==> src/include/pid_consts.svh <==
`ifndef PID_CONSTS_SVH
`define PID_CONSTS_SVH

// datapath word and fixed-point format
`define PID_DATA_W 32
`define PID_Q_BITS 10   // fraction bits of every gain

// bus word address width
`define PID_ADR_W 3

// register map, word addresses
`define PID_REG_KP      0
`define PID_REG_KI      1
`define PID_REG_KD1     2
`define PID_REG_KD2     3
`define PID_REG_OUT_MAX 4
`define PID_REG_OUT_MIN 5

// output limits after reset
`define PID_RST_OUT_MAX 100
`define PID_RST_OUT_MIN (-100)

`endif

==> src/source/pid_pkg.sv <==
`default_nettype none

`include "pid_consts.svh"

package pid_pkg;

    // wishbone classic, master to slave
    typedef struct packed {
        logic                   cyc;
        logic                   stb;
        logic                   we;
        logic [`PID_ADR_W-1:0]  adr;
        logic [`PID_DATA_W-1:0] dat;
    } wb_req_t;

    // slave to master
    typedef struct packed {
        logic                   ack;
        logic [`PID_DATA_W-1:0] dat;
    } wb_rsp_t;

    // gains are Q(W-Q).Q, limits are plain integers
    typedef struct packed {
        logic signed [`PID_DATA_W-1:0] kp;
        logic signed [`PID_DATA_W-1:0] ki;
        logic signed [`PID_DATA_W-1:0] kd1;
        logic signed [`PID_DATA_W-1:0] kd2;
        logic signed [`PID_DATA_W-1:0] out_max;
        logic signed [`PID_DATA_W-1:0] out_min;
    } pid_gains_t;

    typedef struct packed {
        logic                          valid;
        logic signed [`PID_DATA_W-1:0] target;
        logic signed [`PID_DATA_W-1:0] measurement;
    } pid_sample_t;

    typedef struct packed {
        logic                          valid;
        logic signed [`PID_DATA_W-1:0] out;
    } pid_result_t;

endpackage

`default_nettype wire

==> src/source/pid_wb_regs.sv <==
`timescale 1ns/1ps
`default_nettype none

`include "pid_consts.svh"

module pid_wb_regs (
    input  logic                i_clock,
    input  logic                i_reset,
    input  pid_pkg::wb_req_t    i_wb,
    output pid_pkg::wb_rsp_t    o_wb,
    output pid_pkg::pid_gains_t o_gains
);
    import pid_pkg::*;

    pid_gains_t             gains;
    logic                   ack;
    logic                   done;      // request seen on the previous edge
    logic                   req_new;   // first cycle of a request
    logic [`PID_DATA_W-1:0] rd_mux;
    logic [`PID_DATA_W-1:0] rd_dat;

    // a held stb keeps done high, so only the first cycle is acked
    assign req_new = i_wb.cyc && i_wb.stb && !done;

    always_comb begin
        case (int'(i_wb.adr))
            `PID_REG_KP:      rd_mux = gains.kp;
            `PID_REG_KI:      rd_mux = gains.ki;
            `PID_REG_KD1:     rd_mux = gains.kd1;
            `PID_REG_KD2:     rd_mux = gains.kd2;
            `PID_REG_OUT_MAX: rd_mux = gains.out_max;
            `PID_REG_OUT_MIN: rd_mux = gains.out_min;
            default:          rd_mux = '0;   // unmapped words read zero
        endcase
    end

    always_ff @(posedge i_clock or posedge i_reset) begin
        if (i_reset) begin
            ack           <= 1'b0;
            done          <= 1'b0;
            gains.kp      <= '0;
            gains.ki      <= '0;
            gains.kd1     <= '0;
            gains.kd2     <= '0;
            gains.out_max <= `PID_RST_OUT_MAX;
            gains.out_min <= `PID_RST_OUT_MIN;
        end else begin
            ack  <= req_new;
            done <= i_wb.cyc && i_wb.stb;

            // write lands on the same edge that raises ack
            if (req_new && i_wb.we) begin
                case (int'(i_wb.adr))
                    `PID_REG_KP:      gains.kp      <= i_wb.dat;
                    `PID_REG_KI:      gains.ki      <= i_wb.dat;
                    `PID_REG_KD1:     gains.kd1     <= i_wb.dat;
                    `PID_REG_KD2:     gains.kd2     <= i_wb.dat;
                    `PID_REG_OUT_MAX: gains.out_max <= i_wb.dat;
                    `PID_REG_OUT_MIN: gains.out_min <= i_wb.dat;
                    default: ;
                endcase
            end
        end
    end

    // read data sampled with the pre-write value
    always_ff @(posedge i_clock) begin
        if (req_new) begin
            rd_dat <= rd_mux;
        end
    end

    assign o_wb    = '{ack: ack, dat: rd_dat};
    assign o_gains = gains;

endmodule

`default_nettype wire

==> config.mk <==
export PLATFORM = sky130hd
export DESIGN_NAME = pid_wb_regs
export DESIGN_NICKNAME = d
export VERILOG_FILES = /design/src/source/pid_pkg.sv /design/src/source/pid_wb_regs.sv
export VERILOG_INCLUDE_DIRS = /design/src /design/src/include
export SDC_FILE = /design/constraint.sdc
export NUM_CORES = 1
export LEC_CHECK = 0
export ABC_AREA = 0
export ABC_CLOCK_PERIOD_IN_PS = 6450
export BUFFER_PORTS_ARGS = -buffer_cell sky130_fd_sc_hd__clkbuf_2
export CORE_AREA = 2 2 204 206
export DETAILED_ROUTE_END_ITERATION = 10
export DIE_AREA = 0 0 206 208
export SLEW_MARGIN = 15
export SYNTH_ARGS = -nofsm -noshare
export SYNTH_HDL_FRONTEND = slang
export SYNTH_SLANG_ARGS = --single-unit
==> constraint.sdc <==
create_clock -name i_clock -period 6.45 [get_ports i_clock]
set_input_delay 0.645 -clock i_clock [delete_from_list [all_inputs] [get_ports i_clock]]
set_output_delay 0.645 -clock i_clock [all_outputs]
set_load 0.01 [all_outputs]
==> impl_metrics.csv <==
group,metric,value,unit
timing,tightest_slew,1.093,ns
finish,final_util,31.33,%
synth,synth_ff_type,"dfrtp_1",
finish,final_nets,947,
synth,synth_cell_types,37,
grt,grt_start_max_net_pins,120,
timing,relSlewSlack,27.16,%
cts,post-cts-setup-buffers,0,
synth,synth_nets,691,
placement,dp.cells,1411,
cts,root_buffer,"clkbuf_16",
timing,drv_slew,0,
synth,synthSimpleGateAreaFrac,2.048,%
grt,grt_pass1_wl,45610,um
finish,syn2layout_area_growth,26.82,%
timing,fmax,0.3373,GHz
drt,wire_per_inst,21.25,um
cts,ctsHoldBuffers,0,
run,drv_cap,0,
setup_path,crit_chain,"buf_4, buf_4, nor2b_1, buf_4, and3_2, mux2_2",
synth,yosysTopAreaCellShare,40.71,%
synth,async_flop_share,85.84,%
drt,drtIter0Drc,269,
grt,overflow,0,
timing,skew,0.005553,ns
synth,yosys-top-cells-area,"dfrtp_1 (41%), mux2_2 (20%), edfxtp_1 (9.6%), dfstp_2 (8.1%), mux2i_1 (5.9%)",
synth,synthXorXnorAreaFrac,0,%
setup_path,slowest_stage,"and3_2",
setup_path,worstPathRequired,6.87,ns
cts,clockBufferDepth,3,
drt,drt-vias-per-instance,4.563,
setup_path,cpLargestDelayFamily,"simple AND/OR/NAND/NOR gates",
synth,ys_seq_area_share,58.43,%
placement,place_hpwl,20300,um
timing,setup_tns,0,ns
synth,ys_warn_count,0,
placement,portBuffers,264,
cts,clk_pin_slew,0.06,ns
timing,fin_crit,2.965,ns
pwr,cellPowerDensity,334.6,nW/um2
synth,syn-instance-count,651,
die,ios,265,
die,die_x,206,um
synth,synth_compound_area_share,5.157,%
synth,synth_edf_count,32,
grt,grt_pass1_vias,6764,
synth,yosysMostFrequentCell,"mux2_2",
setup_path,max_stage_delay,0.94,ns
setup_path,critical_path.startpoint_type,"input port",
setup_path,crit_buf_inv,3,
die,die_y,208,um
drt,first_pass_iters,4,
drt,wl,31000,um
finish,instances_no_fill,1459,
synth,synth-adder-area-share,0,%
cts,cts_tree,"built",
placement,globalplace.congestion,0.7619,
synth,yosys_register_bits,226,
min_path,hold_class,"in -> async",
synth,synthTopCellsByCount,"mux2_2 (181), dfrtp_1 (163), mux2i_1 (59)",
finish,drive_above_1_share,61.70,%
drt,drc_errors,0,
die,design.die.area,42850,um2
synth,synth_mux_area_share,31.18,%
timing,rsz0062_at_grt,"false",
setup_path,timing.critical_path.mode_cell,"buf_4",
cts,cts_resized,0,
synth,synth_top_family_by_area,"multiplexers",
die,placementRows,74,
timing,whs,0.2431,ns
pwr,vdd_drop_max,201.1,uV
grt,grt.total_usage,14.18,%
synth,synth.avg_cell_area,15.39,um2
drt,postRouteAntennaNets,0,
cts,clock-sinks,226,
pwr,power,4.252,mW
drt,dr_total_vias,6657,
pwr,leakagePower,6.097,nW
timing,hold_viol_final,0,
setup_path,timing_worst_setup_path_type,"in -> reg",
cts,htree_levels,1,
timing,setup_viol,0,
outcome,status,"complete, no violations",
synth,synth_top_area_cell,"dfrtp_1",
cts,insertion_delay,0.54,ns
die,core_area,40550,um2
finish,n_antenna_cell,0,
synth,synth_area,10020,um2
die,start_util,24.71,%
setup_path,end_kind,"flip-flop",
timing,period_share,45.96,%
setup_path,crit_fanout,32,
grt,antenna_found_initial,0,
cts,cts_buffers,26,
setup_path,crit_arrival,3.39,ns
[final cells by class]
class                   instances  area (um2)
clock inverters                 8       95.09
fillers                      4118       27850
clock buffers                  40       804.5
flip-flops and latches        226        5854
inverters                       3       18.77
well taps                     532       665.6
multi-input cells             376        3867
repair buffers                274        1401
[power by group]
part | total, mW | internal [mW] | leakage, nW | switching, mW
Clock | 1.53 | 0.934 | 0.440 | 0.600
Combinational | 0.822 | 0.412 | 2.91 | 0.409
Sequential | 1.90 | 1.71 | 2.75 | 0.189
Total | 4.25 | 3.05 | 6.10 | 1.20
[through the flow]
stage	setup slack (ns)	cell area [um2]
detailed placement	2.856	11810
floorplan	0.5724	10020
global placement	2.934	11810
CTS	3.478	12710
global route	3.338	12710
finish	3.485	12710
[flip-flops by register name (all words and copies together), names as in the netlist]
signal,cells
ack,1
done,1
o_gains,192
rd_dat,32
[kinds of logic (layout without fill, tap and decap cells)]
logic type / Yosys count / in the layout
DFF: 226 / 226
muxes: 274 / 274
buffers and inverters: 49 / 325
and+or+nand+nor: 27 / 27
AOI/OAI and AO/OA: 75 / 75
[final timing paths]
path                             start           end  slack, ns  depth (start not counted)
max                           i_wb[32]    o_gains[5]       3.49                          6
min                            i_reset  o_gains[174]       0.24                          2
max reg2reg                       done    o_gains[5]       4.05                          3
min reg2reg                o_gains[94]   o_gains[94]       0.52                          1
max in group asynchronous      i_reset  o_gains[183]       4.60                          3
min in group i_clock          i_wb[19]  o_gains[147]       0.41                          2
[worst reg2reg max path: cells and delay by family (launching register included)]
kind             cells  cell delay, ns
flip-flops           1            0.42
multiplexers         1            0.44
AND/OR/NAND/NOR      2            1.43
[metal layers]
| layer | track usage (%) | vias up | part of all wire (%) |
|---|---|---|---|
| met5 | 0 | - | 0 |
| met4 | 3.498 | 0 | 1.9 |
| met3 | 3.148 | 39 | 6.6 |
| met2 | 23.73 | 236 | 48 |
| met1 | 18.48 | 3443 | 43 |
| li1 | - | 2939 | - |
[cell usage in the layout (no fill, tap or decap), drive strengths merged, types with 2 or more instances in the layout]
cell type	count
clkbuf	302
mux2	215
dfrtp	163
mux2i	59
edfxtp	32
dfstp	31
o22a	18
o21ai	18
a22oi	14
buf	12
o22ai	11
nor3b	7
a21oi	6
nand2	5
clkinv	4
a32oi	3
o211ai	3
inv	3
nor2b	3
nand2b	2
nand3	2
clkinvlp	2
bufinv	2
Power figures use the tool's default switching activity.
